--- config.mk ---
export PLATFORM = sky130hd
export DESIGN_NAME = ecc_pm_top
export DESIGN_NICKNAME = d
export VERILOG_FILES = /design/src/hdl/ecc_pm_pkg.sv /design/src/hdl/ecc_pm_apb_regs.sv /design/src/hdl/ecc_pm_ctrl.sv /design/src/hdl/ecc_pm_sequencer.sv /design/src/hdl/ecc_pm_top.sv
export VERILOG_INCLUDE_DIRS = /design/src /design/src/hdl
export SDC_FILE = /design/constraint.sdc
export NUM_CORES = 1
export LEC_CHECK = 0
export ABC_CLOCK_PERIOD_IN_PS = 8200
export BUFFER_PORTS_ARGS = -buffer_cell sky130_fd_sc_hd__clkbuf_2
export CELL_PAD_IN_SITES_DETAIL_PLACEMENT = 1
export CELL_PAD_IN_SITES_GLOBAL_PLACEMENT = 2
export CORE_UTILIZATION = 39
export CTS_BUF_LIST = sky130_fd_sc_hd__clkbuf_4
export DETAILED_ROUTE_END_ITERATION = 10
export PLACE_DENSITY_LB_ADDON = 0.12
export SLEW_MARGIN = 10
export SYNTH_ARGS = -nofsm -noshare
export SYNTH_HDL_FRONTEND = slang
export SYNTH_HIERARCHICAL = 1
export SYNTH_SLANG_ARGS = --single-unit
--- constraint.sdc ---
create_clock -name clk -period 8.2 [get_ports clk]
set_clock_uncertainty 0.1 [all_clocks]
set_input_delay 0.41 -clock clk [delete_from_list [all_inputs] [get_ports clk]]
set_output_delay 0.41 -clock clk [all_outputs]
set_load 0.02 [all_outputs]
--- src/hdl/ecc_pm_macros.svh ---
/*
 * Point-multiplication control build constants
 * Widths, ladder length, arithmetic stall delays and APB register map
 */
`ifndef ECC_PM_MACROS_SVH
`define ECC_PM_MACROS_SVH

// --------------------------------------------------
// Program and instruction widths
// --------------------------------------------------
`define PM_PROG_ADDR_W  6      // 64-line program ROM
`define PM_INSTR_W      24     // Program line and issued instruction

// Ladder steps, also the scalar register width
`define PM_LADDER_BITS  8

// --------------------------------------------------
// Extra stall cycles per arithmetic micro-op
// --------------------------------------------------
`define PM_MUL_DELAY    38
`define PM_ADD_DELAY    0

// APB byte offsets
`define PM_REG_CMD      4'h0
`define PM_REG_SCALAR   4'h4
`define PM_REG_STATUS   4'h8

`endif

--- src/hdl/ecc_pm_pkg.sv ---
/*
 * Shared types for the point-multiplication controller
 * Command codes, micro-op codes and microprogram routine addresses
 */
`include "ecc_pm_macros.svh"

package ecc_pm_pkg;

    typedef logic [`PM_PROG_ADDR_W-1:0] prog_addr_t;
    typedef logic [`PM_INSTR_W-1:0]     instr_t;
    typedef logic [`PM_LADDER_BITS-1:0] scalar_t;
    typedef logic [3:0]                 ladder_cnt_t;

    typedef enum logic [2:0] {
        CMD_NONE   = 3'd0,
        CMD_KEYGEN = 3'd1,
        CMD_SIGN   = 3'd2,
        CMD_VER0   = 3'd3,
        CMD_VER1   = 3'd4,
        CMD_VER2   = 3'd5
    } cmd_e;

    // Micro-op byte is {2'b00, mod_q, opcode[2:0], write_a, write_b}
    localparam logic [7:0] UOP_ADD_p = 8'h0A;
    localparam logic [7:0] UOP_SUB_p = 8'h0E;
    localparam logic [7:0] UOP_MUL_p = 8'h11;
    localparam logic [7:0] UOP_ADD_q = 8'h2A;
    localparam logic [7:0] UOP_SUB_q = 8'h2E;
    localparam logic [7:0] UOP_MUL_q = 8'h31;

    // --------------------------------------------------
    // Routine start and end addresses
    // --------------------------------------------------
    localparam prog_addr_t NOP         = 6'd0;
    localparam prog_addr_t INIT_G_S    = 6'd1;
    localparam prog_addr_t INIT_G_E    = 6'd2;
    localparam prog_addr_t INIT_PK_S   = 6'd3;
    localparam prog_addr_t INIT_PK_E   = 6'd4;
    localparam prog_addr_t INIT_S      = 6'd5;
    localparam prog_addr_t INIT_E      = 6'd6;
    localparam prog_addr_t PA_S        = 6'd7;
    localparam prog_addr_t PA_E        = 6'd9;
    localparam prog_addr_t PD_S        = 6'd10;
    localparam prog_addr_t PD_E        = 6'd12;
    localparam prog_addr_t INV_S       = 6'd13;
    localparam prog_addr_t INV_E       = 6'd14;
    localparam prog_addr_t CONV_S      = 6'd15;
    localparam prog_addr_t CONV_E      = 6'd16;
    localparam prog_addr_t SIGN0_S     = 6'd17;
    localparam prog_addr_t SIGN0_E     = 6'd18;
    localparam prog_addr_t INVq_S      = 6'd19;
    localparam prog_addr_t INVq_E      = 6'd20;
    localparam prog_addr_t SIGN1_S     = 6'd21;
    localparam prog_addr_t SIGN1_E     = 6'd22;
    localparam prog_addr_t VER0_P0_S   = 6'd23;
    localparam prog_addr_t VER0_P0_E   = 6'd24;
    localparam prog_addr_t VER0_P1_S   = 6'd25;
    localparam prog_addr_t VER0_P1_E   = 6'd26;
    localparam prog_addr_t VER1_ST_S   = 6'd27;
    localparam prog_addr_t VER1_ST_E   = 6'd28;
    localparam prog_addr_t VER2_PA_S   = 6'd29;
    localparam prog_addr_t VER2_PA_E   = 6'd31;

endpackage

--- src/hdl/ecc_pm_apb_regs.sv ---
/*
 * APB register block for the point-multiplication controller
 * Command launch, scalar digit shift register and status readback
 */
`timescale 1ns/100ps
`include "ecc_pm_macros.svh"

module ecc_pm_apb_regs (
    input  logic             clk,
    input  logic             reset_n,
    input  logic [3:0]       paddr_i,
    input  logic             psel_i,
    input  logic             penable_i,
    input  logic             pwrite_i,
    input  logic [31:0]      pwdata_i,
    output logic [31:0]      prdata_o,
    output logic             pready_o,
    output logic             pslverr_o,
    input  logic             busy_i,
    input  logic             req_digit_i,
    output ecc_pm_pkg::cmd_e cmd_o,
    output logic             digit_o
);

    ecc_pm_pkg::scalar_t scalar;
    ecc_pm_pkg::cmd_e    wr_cmd;
    logic                wr_access;
    logic                cmd_write;
    logic                cmd_valid;

    assign wr_access = psel_i & penable_i & pwrite_i;
    assign cmd_write = wr_access && paddr_i == `PM_REG_CMD;
    assign wr_cmd    = ecc_pm_pkg::cmd_e'(pwdata_i[2:0]);
    assign cmd_valid = wr_cmd inside {ecc_pm_pkg::CMD_KEYGEN, ecc_pm_pkg::CMD_SIGN,
                                      ecc_pm_pkg::CMD_VER0, ecc_pm_pkg::CMD_VER1,
                                      ecc_pm_pkg::CMD_VER2};

    assign pready_o  = 1'b1;  // Zero wait states
    // Pending launch counts as busy
    assign pslverr_o = cmd_write & (busy_i | (cmd_o != ecc_pm_pkg::CMD_NONE) | ~cmd_valid);

    // --------------------------------------------------
    // Command launch pulse
    // --------------------------------------------------
    always_ff @(posedge clk) begin
        if (!reset_n) begin
            cmd_o <= ecc_pm_pkg::CMD_NONE;
        end else if (cmd_write && !pslverr_o) begin
            cmd_o <= wr_cmd;
        end else begin
            cmd_o <= ecc_pm_pkg::CMD_NONE;
        end
    end

    // --------------------------------------------------
    // Scalar shift register, MSB is the current digit
    // --------------------------------------------------
    always_ff @(posedge clk) begin
        if (wr_access && paddr_i == `PM_REG_SCALAR) begin
            scalar <= pwdata_i[`PM_LADDER_BITS-1:0];
        end else if (req_digit_i) begin
            scalar <= {scalar[`PM_LADDER_BITS-2:0], 1'b0};
        end
    end

    assign digit_o = scalar[`PM_LADDER_BITS-1];

    always_comb begin
        prdata_o = '0;
        if (psel_i && !pwrite_i) begin
            case (paddr_i)
                `PM_REG_SCALAR: prdata_o[`PM_LADDER_BITS-1:0] = scalar;
                `PM_REG_STATUS: begin
                    prdata_o[0]                    = busy_i;
                    prdata_o[8 +: `PM_LADDER_BITS] = scalar;  // Remaining digits
                end
                default: prdata_o = '0;
            endcase
        end
    end

endmodule

--- src/hdl/ecc_pm_ctrl.sv ---
/*
 * Point-multiplication microcode controller
 * Walks the program ROM per command, stalls on arithmetic micro-ops,
 * runs the ladder and issues remapped instruction words
 */
`timescale 1ns/100ps
`include "ecc_pm_macros.svh"

module ecc_pm_ctrl (
    input  logic               clk,
    input  logic               reset_n,
    input  ecc_pm_pkg::cmd_e   cmd_i,
    input  logic               digit_i,
    output logic               req_digit_o,
    output logic               busy_o,
    output ecc_pm_pkg::instr_t instr_o
);

    ecc_pm_pkg::prog_addr_t  prog_cntr;
    ecc_pm_pkg::prog_addr_t  line_addr;     // Address of prog_line
    ecc_pm_pkg::instr_t      prog_line;
    ecc_pm_pkg::instr_t      pipe1;
    ecc_pm_pkg::instr_t      pipe2;
    ecc_pm_pkg::ladder_cnt_t ladder_cnt;
    ecc_pm_pkg::cmd_e        cmd_reg;
    logic [7:0]              stall_cntr;
    logic                    stalled;
    logic                    stall_flag;
    logic                    mul_flag;
    logic                    advance;
    logic                    ladder1, ladder2;  // Line belongs to PA or PD
    logic                    step_end1, step_end2;
    logic                    swap_a, swap_b;

    ecc_pm_sequencer u_sequencer (
        .clk    (clk),
        .addr_i (prog_cntr),
        .line_o (prog_line)
    );

    // --------------------------------------------------
    // Micro-op decode and program counter
    // --------------------------------------------------
    always_comb begin
        case (prog_line[23:16])
            ecc_pm_pkg::UOP_ADD_p, ecc_pm_pkg::UOP_SUB_p,
            ecc_pm_pkg::UOP_ADD_q, ecc_pm_pkg::UOP_SUB_q: begin
                stall_flag = 1'b1;
                mul_flag   = 1'b0;
            end
            ecc_pm_pkg::UOP_MUL_p, ecc_pm_pkg::UOP_MUL_q: begin
                stall_flag = 1'b1;
                mul_flag   = 1'b1;
            end
            default: begin
                stall_flag = 1'b0;
                mul_flag   = 1'b0;
            end
        endcase
    end

    always_ff @(posedge clk) begin
        if (!reset_n) begin
            prog_cntr  <= ecc_pm_pkg::NOP;
            ladder_cnt <= '0;
            stall_cntr <= '0;
            stalled    <= 1'b0;
            cmd_reg    <= ecc_pm_pkg::CMD_NONE;
        end else if (stalled && stall_cntr != 8'd0) begin
            stall_cntr <= stall_cntr - 8'd1;
        end else if (!stalled && stall_flag) begin
            stalled    <= 1'b1;
            stall_cntr <= mul_flag ? 8'(`PM_MUL_DELAY) : 8'(`PM_ADD_DELAY);
        end else begin
            stalled <= 1'b0;
            case (prog_cntr)
                ecc_pm_pkg::NOP: begin  // Idle, wait for a command
                    cmd_reg <= cmd_i;
                    case (cmd_i)
                        ecc_pm_pkg::CMD_KEYGEN, ecc_pm_pkg::CMD_SIGN,
                        ecc_pm_pkg::CMD_VER1: begin
                            ladder_cnt <= ecc_pm_pkg::ladder_cnt_t'(`PM_LADDER_BITS);
                            prog_cntr  <= ecc_pm_pkg::INIT_G_S;
                        end
                        ecc_pm_pkg::CMD_VER0: prog_cntr <= ecc_pm_pkg::VER0_P0_S;
                        ecc_pm_pkg::CMD_VER2: prog_cntr <= ecc_pm_pkg::VER1_ST_S;
                        default:              prog_cntr <= ecc_pm_pkg::NOP;
                    endcase
                end
                ecc_pm_pkg::VER1_ST_E: begin  // Second ladder starts from PK
                    ladder_cnt <= ecc_pm_pkg::ladder_cnt_t'(`PM_LADDER_BITS);
                    prog_cntr  <= ecc_pm_pkg::INIT_PK_S;
                end
                ecc_pm_pkg::INIT_G_E:  prog_cntr <= ecc_pm_pkg::INIT_S;
                ecc_pm_pkg::INIT_PK_E: prog_cntr <= ecc_pm_pkg::INIT_S;
                ecc_pm_pkg::INIT_E: begin  // First ladder step
                    ladder_cnt <= ladder_cnt - 4'd1;
                    prog_cntr  <= ecc_pm_pkg::PA_S;
                end
                ecc_pm_pkg::PA_E: prog_cntr <= ecc_pm_pkg::PD_S;
                ecc_pm_pkg::PD_E: begin
                    if (ladder_cnt == 4'd0) begin
                        case (cmd_reg)
                            ecc_pm_pkg::CMD_VER1: prog_cntr <= ecc_pm_pkg::NOP;
                            ecc_pm_pkg::CMD_VER2: prog_cntr <= ecc_pm_pkg::VER2_PA_S;
                            default:              prog_cntr <= ecc_pm_pkg::INV_S;
                        endcase
                    end else begin
                        ladder_cnt <= ladder_cnt - 4'd1;
                        prog_cntr  <= ecc_pm_pkg::PA_S;
                    end
                end
                ecc_pm_pkg::INV_E: prog_cntr <= ecc_pm_pkg::CONV_S;
                ecc_pm_pkg::CONV_E: begin
                    if (cmd_reg == ecc_pm_pkg::CMD_SIGN)
                        prog_cntr <= ecc_pm_pkg::SIGN0_S;
                    else
                        prog_cntr <= ecc_pm_pkg::NOP;
                end
                ecc_pm_pkg::SIGN0_E: prog_cntr <= ecc_pm_pkg::INVq_S;
                ecc_pm_pkg::INVq_E: begin
                    case (cmd_reg)
                        ecc_pm_pkg::CMD_SIGN: prog_cntr <= ecc_pm_pkg::SIGN1_S;
                        ecc_pm_pkg::CMD_VER0: prog_cntr <= ecc_pm_pkg::VER0_P1_S;
                        default:              prog_cntr <= ecc_pm_pkg::NOP;
                    endcase
                end
                ecc_pm_pkg::SIGN1_E:   prog_cntr <= ecc_pm_pkg::NOP;
                ecc_pm_pkg::VER0_P0_E: prog_cntr <= ecc_pm_pkg::INVq_S;
                ecc_pm_pkg::VER0_P1_E: prog_cntr <= ecc_pm_pkg::NOP;
                ecc_pm_pkg::VER2_PA_E: prog_cntr <= ecc_pm_pkg::INV_S;
                default:               prog_cntr <= prog_cntr + 6'd1;
            endcase
        end
    end

    // --------------------------------------------------
    // Instruction pipeline, frozen while stalled
    // --------------------------------------------------
    assign advance = ~stalled;

    always_ff @(posedge clk) begin
        line_addr <= prog_cntr;  // Tracks the ROM address register
    end

    always_ff @(posedge clk) begin
        if (!reset_n) begin
            pipe1     <= '0;
            pipe2     <= '0;
            ladder1   <= 1'b0;
            ladder2   <= 1'b0;
            step_end1 <= 1'b0;
            step_end2 <= 1'b0;
        end else if (advance) begin
            pipe1     <= prog_line;
            ladder1   <= line_addr inside {[ecc_pm_pkg::PA_S : ecc_pm_pkg::PD_E]};
            step_end1 <= line_addr == ecc_pm_pkg::PD_E;
            pipe2     <= pipe1;
            ladder2   <= ladder1;
            step_end2 <= step_end1;
        end
    end

    // Bank swap on ladder addresses 00001xxx
    assign swap_a = ladder2 && pipe2[15:11] == 5'b00001 && digit_i;
    assign swap_b = ladder2 && pipe2[7:3] == 5'b00001 && digit_i;

    always_ff @(posedge clk) begin
        if (!reset_n) begin
            instr_o <= '0;
        end else if (!advance) begin
            instr_o <= '0;  // Each line is issued once
        end else begin
            instr_o[23:22] <= 2'b00;
            instr_o[21]    <= pipe2[21];  // Mod q select
            case (pipe2[20:18])
                3'b001:  instr_o[20:18] <= 3'b010;  // RED
                3'b011:  instr_o[20:18] <= 3'b001;  // SUB
                3'b100:  instr_o[20:18] <= 3'b100;  // MUL
                default: instr_o[20:18] <= 3'b000;  // ADD and NOP
            endcase
            instr_o[17:16] <= pipe2[17:16];  // Write enables A, B
            instr_o[15:8]  <= {pipe2[15:11], pipe2[10] ^ swap_a, pipe2[9:8]};
            instr_o[7:0]   <= {pipe2[7:3], pipe2[2] ^ swap_b, pipe2[1:0]};
        end
    end

    // Next digit once the step's last word leaves
    assign req_digit_o = advance & step_end2;

    assign busy_o = (prog_cntr != ecc_pm_pkg::NOP) | stalled | (prog_line != '0) |
                    (pipe1 != '0) | (pipe2 != '0);

endmodule

--- src/hdl/ecc_pm_sequencer.sv ---
/*
 * Microprogram ROM
 * Registered address, one program line per cycle
 */
`timescale 1ns/100ps

module ecc_pm_sequencer (
    input  logic                   clk,
    input  ecc_pm_pkg::prog_addr_t addr_i,
    output ecc_pm_pkg::instr_t     line_o
);

    ecc_pm_pkg::prog_addr_t addr_q;

    // Line layout is {micro-op, address A, address B}
    function automatic ecc_pm_pkg::instr_t op(input logic [7:0] uop,
                                              input logic [7:0] addr_a,
                                              input logic [7:0] addr_b);
        return {uop, addr_a, addr_b};
    endfunction

    always_ff @(posedge clk) begin
        addr_q <= addr_i;
    end

    always_comb begin
        case (addr_q)
            ecc_pm_pkg::INIT_G_S        : line_o = op(ecc_pm_pkg::UOP_MUL_p, 8'h10, 8'h20);
            ecc_pm_pkg::INIT_G_E        : line_o = op(ecc_pm_pkg::UOP_ADD_p, 8'h11, 8'h21);
            ecc_pm_pkg::INIT_PK_S       : line_o = op(ecc_pm_pkg::UOP_MUL_p, 8'h12, 8'h22);
            ecc_pm_pkg::INIT_PK_E       : line_o = op(ecc_pm_pkg::UOP_ADD_p, 8'h13, 8'h23);
            ecc_pm_pkg::INIT_S          : line_o = op(ecc_pm_pkg::UOP_SUB_p, 8'h14, 8'h24);
            ecc_pm_pkg::INIT_E          : line_o = op(ecc_pm_pkg::UOP_MUL_p, 8'h15, 8'h25);
            // Ladder lines, banks 0x08 and 0x0C swap with the digit
            ecc_pm_pkg::PA_S            : line_o = op(ecc_pm_pkg::UOP_MUL_p, 8'h08, 8'h0D);
            ecc_pm_pkg::PA_S + 6'd1     : line_o = op(ecc_pm_pkg::UOP_ADD_p, 8'h09, 8'h26);
            ecc_pm_pkg::PA_E            : line_o = op(ecc_pm_pkg::UOP_SUB_p, 8'h16, 8'h0C);
            ecc_pm_pkg::PD_S            : line_o = op(ecc_pm_pkg::UOP_MUL_p, 8'h0A, 8'h27);
            ecc_pm_pkg::PD_S + 6'd1     : line_o = op(ecc_pm_pkg::UOP_ADD_p, 8'h0E, 8'h0B);
            ecc_pm_pkg::PD_E            : line_o = op(ecc_pm_pkg::UOP_MUL_p, 8'h17, 8'h0F);
            ecc_pm_pkg::INV_S           : line_o = op(ecc_pm_pkg::UOP_MUL_p, 8'h18, 8'h28);
            ecc_pm_pkg::INV_E           : line_o = op(ecc_pm_pkg::UOP_SUB_p, 8'h19, 8'h29);
            ecc_pm_pkg::CONV_S          : line_o = op(ecc_pm_pkg::UOP_MUL_p, 8'h1A, 8'h2A);
            ecc_pm_pkg::CONV_E          : line_o = op(ecc_pm_pkg::UOP_ADD_p, 8'h1B, 8'h2B);
            // Scalar-field routines run mod q
            ecc_pm_pkg::SIGN0_S         : line_o = op(ecc_pm_pkg::UOP_MUL_q, 8'h30, 8'h38);
            ecc_pm_pkg::SIGN0_E         : line_o = op(ecc_pm_pkg::UOP_ADD_q, 8'h31, 8'h39);
            ecc_pm_pkg::INVq_S          : line_o = op(ecc_pm_pkg::UOP_MUL_q, 8'h32, 8'h3A);
            ecc_pm_pkg::INVq_E          : line_o = op(ecc_pm_pkg::UOP_SUB_q, 8'h33, 8'h3B);
            ecc_pm_pkg::SIGN1_S         : line_o = op(ecc_pm_pkg::UOP_MUL_q, 8'h34, 8'h3C);
            ecc_pm_pkg::SIGN1_E         : line_o = op(ecc_pm_pkg::UOP_ADD_q, 8'h35, 8'h3D);
            ecc_pm_pkg::VER0_P0_S       : line_o = op(ecc_pm_pkg::UOP_MUL_q, 8'h36, 8'h3E);
            ecc_pm_pkg::VER0_P0_E       : line_o = op(ecc_pm_pkg::UOP_SUB_q, 8'h37, 8'h3F);
            ecc_pm_pkg::VER0_P1_S       : line_o = op(ecc_pm_pkg::UOP_MUL_q, 8'h40, 8'h48);
            ecc_pm_pkg::VER0_P1_E       : line_o = op(ecc_pm_pkg::UOP_ADD_q, 8'h41, 8'h49);
            ecc_pm_pkg::VER1_ST_S       : line_o = op(ecc_pm_pkg::UOP_ADD_p, 8'h1C, 8'h2C);
            ecc_pm_pkg::VER1_ST_E       : line_o = op(ecc_pm_pkg::UOP_SUB_p, 8'h1D, 8'h2D);
            ecc_pm_pkg::VER2_PA_S       : line_o = op(ecc_pm_pkg::UOP_MUL_p, 8'h1E, 8'h2E);
            ecc_pm_pkg::VER2_PA_S + 6'd1: line_o = op(ecc_pm_pkg::UOP_ADD_p, 8'h1F, 8'h2F);
            ecc_pm_pkg::VER2_PA_E       : line_o = op(ecc_pm_pkg::UOP_SUB_p, 8'h42, 8'h4A);
            default                     : line_o = '0;  // NOP and unused lines
        endcase
    end

endmodule

--- src/hdl/ecc_pm_top.sv ---
/*
 * Point-multiplication control subsystem top level
 * APB registers feeding the microcode controller
 */
`timescale 1ns/100ps

module ecc_pm_top (
    input  logic               clk,
    input  logic               reset_n,
    input  logic [3:0]         paddr_i,
    input  logic               psel_i,
    input  logic               penable_i,
    input  logic               pwrite_i,
    input  logic [31:0]        pwdata_i,
    output logic [31:0]        prdata_o,
    output logic               pready_o,
    output logic               pslverr_o,
    output logic               busy_o,
    output ecc_pm_pkg::instr_t instr_o
);

    ecc_pm_pkg::cmd_e cmd;
    logic             digit;
    logic             req_digit;

    ecc_pm_apb_regs u_apb_regs (
        .clk         (clk),
        .reset_n     (reset_n),
        .paddr_i     (paddr_i),
        .psel_i      (psel_i),
        .penable_i   (penable_i),
        .pwrite_i    (pwrite_i),
        .pwdata_i    (pwdata_i),
        .prdata_o    (prdata_o),
        .pready_o    (pready_o),
        .pslverr_o   (pslverr_o),
        .busy_i      (busy_o),
        .req_digit_i (req_digit),
        .cmd_o       (cmd),
        .digit_o     (digit)
    );

    ecc_pm_ctrl u_ctrl (
        .clk         (clk),
        .reset_n     (reset_n),
        .cmd_i       (cmd),
        .digit_i     (digit),
        .req_digit_o (req_digit),
        .busy_o      (busy_o),
        .instr_o     (instr_o)
    );

endmodule

==> impl_metrics.yaml <==
synth:
  syn_inst: 696
  seq_area_frac_synth: 0.418
  synth_ff_type: "dfxtp_1"
  ys_ff_latch: 130
  avgSynthCellArea_sq_um: 9.23
  synth_area_leader_cell: "dfxtp_1"
  synth_top_area_frac: 0.380
  yosys_warnings: 6
  async_flop_share: 0
  synth_area_leaders: "dfxtp_1 38%, mux2i_1 9.0%, nor2_1 5.6%"
  synth_area_sq_um: 6420
  ys_types: 79
  synth_enable_flop_cells: 8
floorplan:
  initial_core_util: 0.401
  die_h_microns: 130
  die_w_microns: 130
  die_area_sq_um: 17000
  core-area_sq_um: 16000
  ios: 100
  row_count: 46
routing:
  wl_per_cell_microns: 16.7
  wl_met1_microns: 7200
  met3_length_microns: 405
  route.detailed.drc: 0
  top_layer_used: "met4"
  wl_microns: 16100
  first_pass_iters: 4
  num_vias: 5057
  ant_nets: 0
  via_per_inst: 5.24
  dr_wl_met2_microns: 8260
  initialDrtViolationCount: 240
global_routing:
  overflow: 0
  antenna_found_initial: 1
  grt_max_degree: 70
  grtUsageTotal: 0.200
  grt_pass1_wl_microns: 26000
  grt_pass1_vias: 4961
hold_path:
  worstHoldPathType: "input port to flip-flop"
critical_path:
  crit_start: "u_ctrl/prog_cntr[0]"
  r2r-end: "u_apb_regs/cmd_o[1]"
  worstPathRequired_ns: 7.69
  r2r_slack_ns: 4.69
  reg2reg_depth: 9
  cp.arrival_ns: 3.91
  start_kind: "flip-flop"
  cp-end-kind: "output pin"
  r2r_start: "u_ctrl/prog_cntr[0]"
  worstSetupEndpoint: "pslverr_o"
  crit_type: "flip-flop to output pin"
  critPathMaxFanout: 17
job:
  maxCapViolations: 0
clocking:
  root_buffer: "clkbuf_4"
  cts_made_buffers: 17
  cts_tree: "yes"
  cts_htree_levels: 4
  worstSkewPairLatency_ns: 0.54
  clock-sinks: 130
  path_clk_slew_ns: 0.12
  clockBufferDepth: 2
finish:
  nets: 791
  area_growth_pct: 8.65
  drive_gt1_frac: 0.160
timing:
  rsz0062_at_grt: "false"
  tns_ns: 0
  worst_slack_ns: 3.78
  worst_pin_slew_ns: 0.930
  setup_viol: 0
  hold_viol_final: 0
  fmax_ghz: 0.226
  fin_crit_sh: 0.539
  max_slew_margin: 0.380
  fin_crit_ns: 4.42
  final_max_slew_viol_count: 0
power:
  power.density_nw_per_um2: 229
  power_leakage_nw: 2.72
  ir_worst_vdd_uv: 99.3
place:
  dp_slack_ns: 4.34
  gp_congestion: 0.819
  place_hpwl_microns: 11500
  portBuffers: 56
outcome:
  status: "finished, final reports clean"
-- worst min path at each step --
| stage | start | endpoint | slack [ns] | depth (start not counted) |
|---|---|---|---|---|
| detailed placement | u_ctrl/stall_cntr[4] | u_ctrl/stall_cntr[4] | 0.37 | 1 |
| finish | pwdata_i[7] | u_apb_regs/scalar[7] | 0.07 | 2 |
| global placement | u_ctrl/stall_cntr[7] | u_ctrl/stall_cntr[7] | 0.36 | 1 |
| CTS | pwdata_i[7] | u_apb_regs/scalar[7] | 0.007 | 2 |
| global route | pwdata_i[4] | u_apb_regs/scalar[4] | 0.02 | 2 |
| floorplan | u_ctrl/prog_cntr[5] | u_ctrl/line_addr[5] | 0.28 | 0 |
-- per-stage QoR --
| step | total power, W | utilization | std cells | area [sq um] | hold slack (ns) |
|---|---|---|---|---|---|
| finish | 0.00160 | 0.436 | 965 | 6980 | 0.0664 |
| detailed placement | 0.00117 | 0.417 | 929 | 6670 | 0.366 |
| global placement | 0.00116 | 0.417 | 929 | 6670 | 0.357 |
| CTS | 0.00162 | 0.436 | 964 | 6980 | 0.00742 |
| floorplan | 0.00108 | - | 715 | 6490 | 0.280 |
| global route | 0.00169 | 0.436 | 965 | 6980 | 0.0199 |
-- area by class of cell --
type | count | area [sq um]
Antenna cell | 1 | 2.50
Clock buffer | 18 | 135
Timing Repair Buffer | 64 | 348
Fill cell | 1932 | 9020
Multi-Input combinational cell | 504 | 3330
Sequential cell | 130 | 2680
Inverter | 18 | 67.6
Tap cell | 216 | 270
Clock inverter | 14 | 144
-- repair_timing --
action,4_1_cts,5_1_grt
hold buffers,3,0
buffers inserted,0,0
gates resized for setup,0,0
hold endpoints to repair,3,0
-- cells in the final DEF (no fill, tap or decap), types with 7 or more instances in the layout --
cell type  synthesis  routed
a21oi_1           31      31
and2_1            34      34
and3_1             7       7
clkbuf_2           0      56
clkbuf_4           0      18
conb_1             4      23
dfxtp_1          122     121
edfxtp_1           8       8
ha_1              15      15
inv_1             17      17
mux2_1             7       7
mux2i_1           58      58
nand2_1           22      22
nand2b_1          11      11
nand3_1           11      11
nand4_1            9       9
nor2_1            95      95
nor2b_1           19      19
nor3_1            15      15
nor4_1            22      22
o21a_1             7       7
o21ai_0           21      21
-- where the power goes --
group	switching, W	total [W]	leakage [nW]	internal (W)
combinational	0.000264	0.000432	1.51	0.000169
sequential	0.0000398	0.000726	1.06	0.000687
clock	0.000273	0.000437	0.143	0.000164
-- per-layer routing --
| metal | up-vias | global-route usage |
|---|---|---|
| li1 | 2495 | - |
| met3 | 15 | 0.0377 |
| met2 | 66 | 0.354 |
| met5 | - | 0 |
| met1 | 2481 | 0.240 |
| met4 | 0 | 0.0771 |
-- kinds of logic after synthesis --
logic type	after synthesis	share of synthesized area
AO/OA/AOI/OAI	109	0.118
AND/OR/NAND/NOR	283	0.241
multiplexers	69	0.110
other	4	0.00234
adder cells (fa/ha/maj)	15	0.0292
buffers and inverters	81	0.0754
XOR/XNOR	5	0.00682
flip-flops	130	0.418
-- synth_stat cells, types with 3 or more instances --
cell / n
o21a_1: 7
buf_6: 5
clkbuf_1: 23
a211oi_1: 5
and3_1: 7
a21oi_1: 31
a221oi_2: 3
nand2_1: 22
xor2_1: 3
conb_1: 4
nor3_1: 15
mux2_2: 4
mux2i_1: 58
nand3b_1: 6
mux2_1: 7
nor2b_1: 19
nor4_1: 22
edfxtp_1: 8
inv_1: 17
clkbuf_8: 3
o211ai_1: 5
nand3_1: 11
nor3b_1: 6
o21ai_0: 21
nand2b_1: 11
a31oi_1: 5
and2_1: 34
buf_4: 27
buf_1: 4
nand4_1: 9
nor2_1: 95
dfxtp_1: 122
ha_1: 15
-- critical path, stage by stage, from the launching register on --
cell	delay, ns
dfxtp_1	0.53
inv_1	0.22
ha_1	0.40
nor3b_1	0.51
nand2_1	0.33
nor2_1	0.18
nand2_1	0.15
or4_1	0.62
a211oi_1	0.21
nor3_1	0.08
clkbuf_2	0.18
Power figures use the tool's default switching activity.
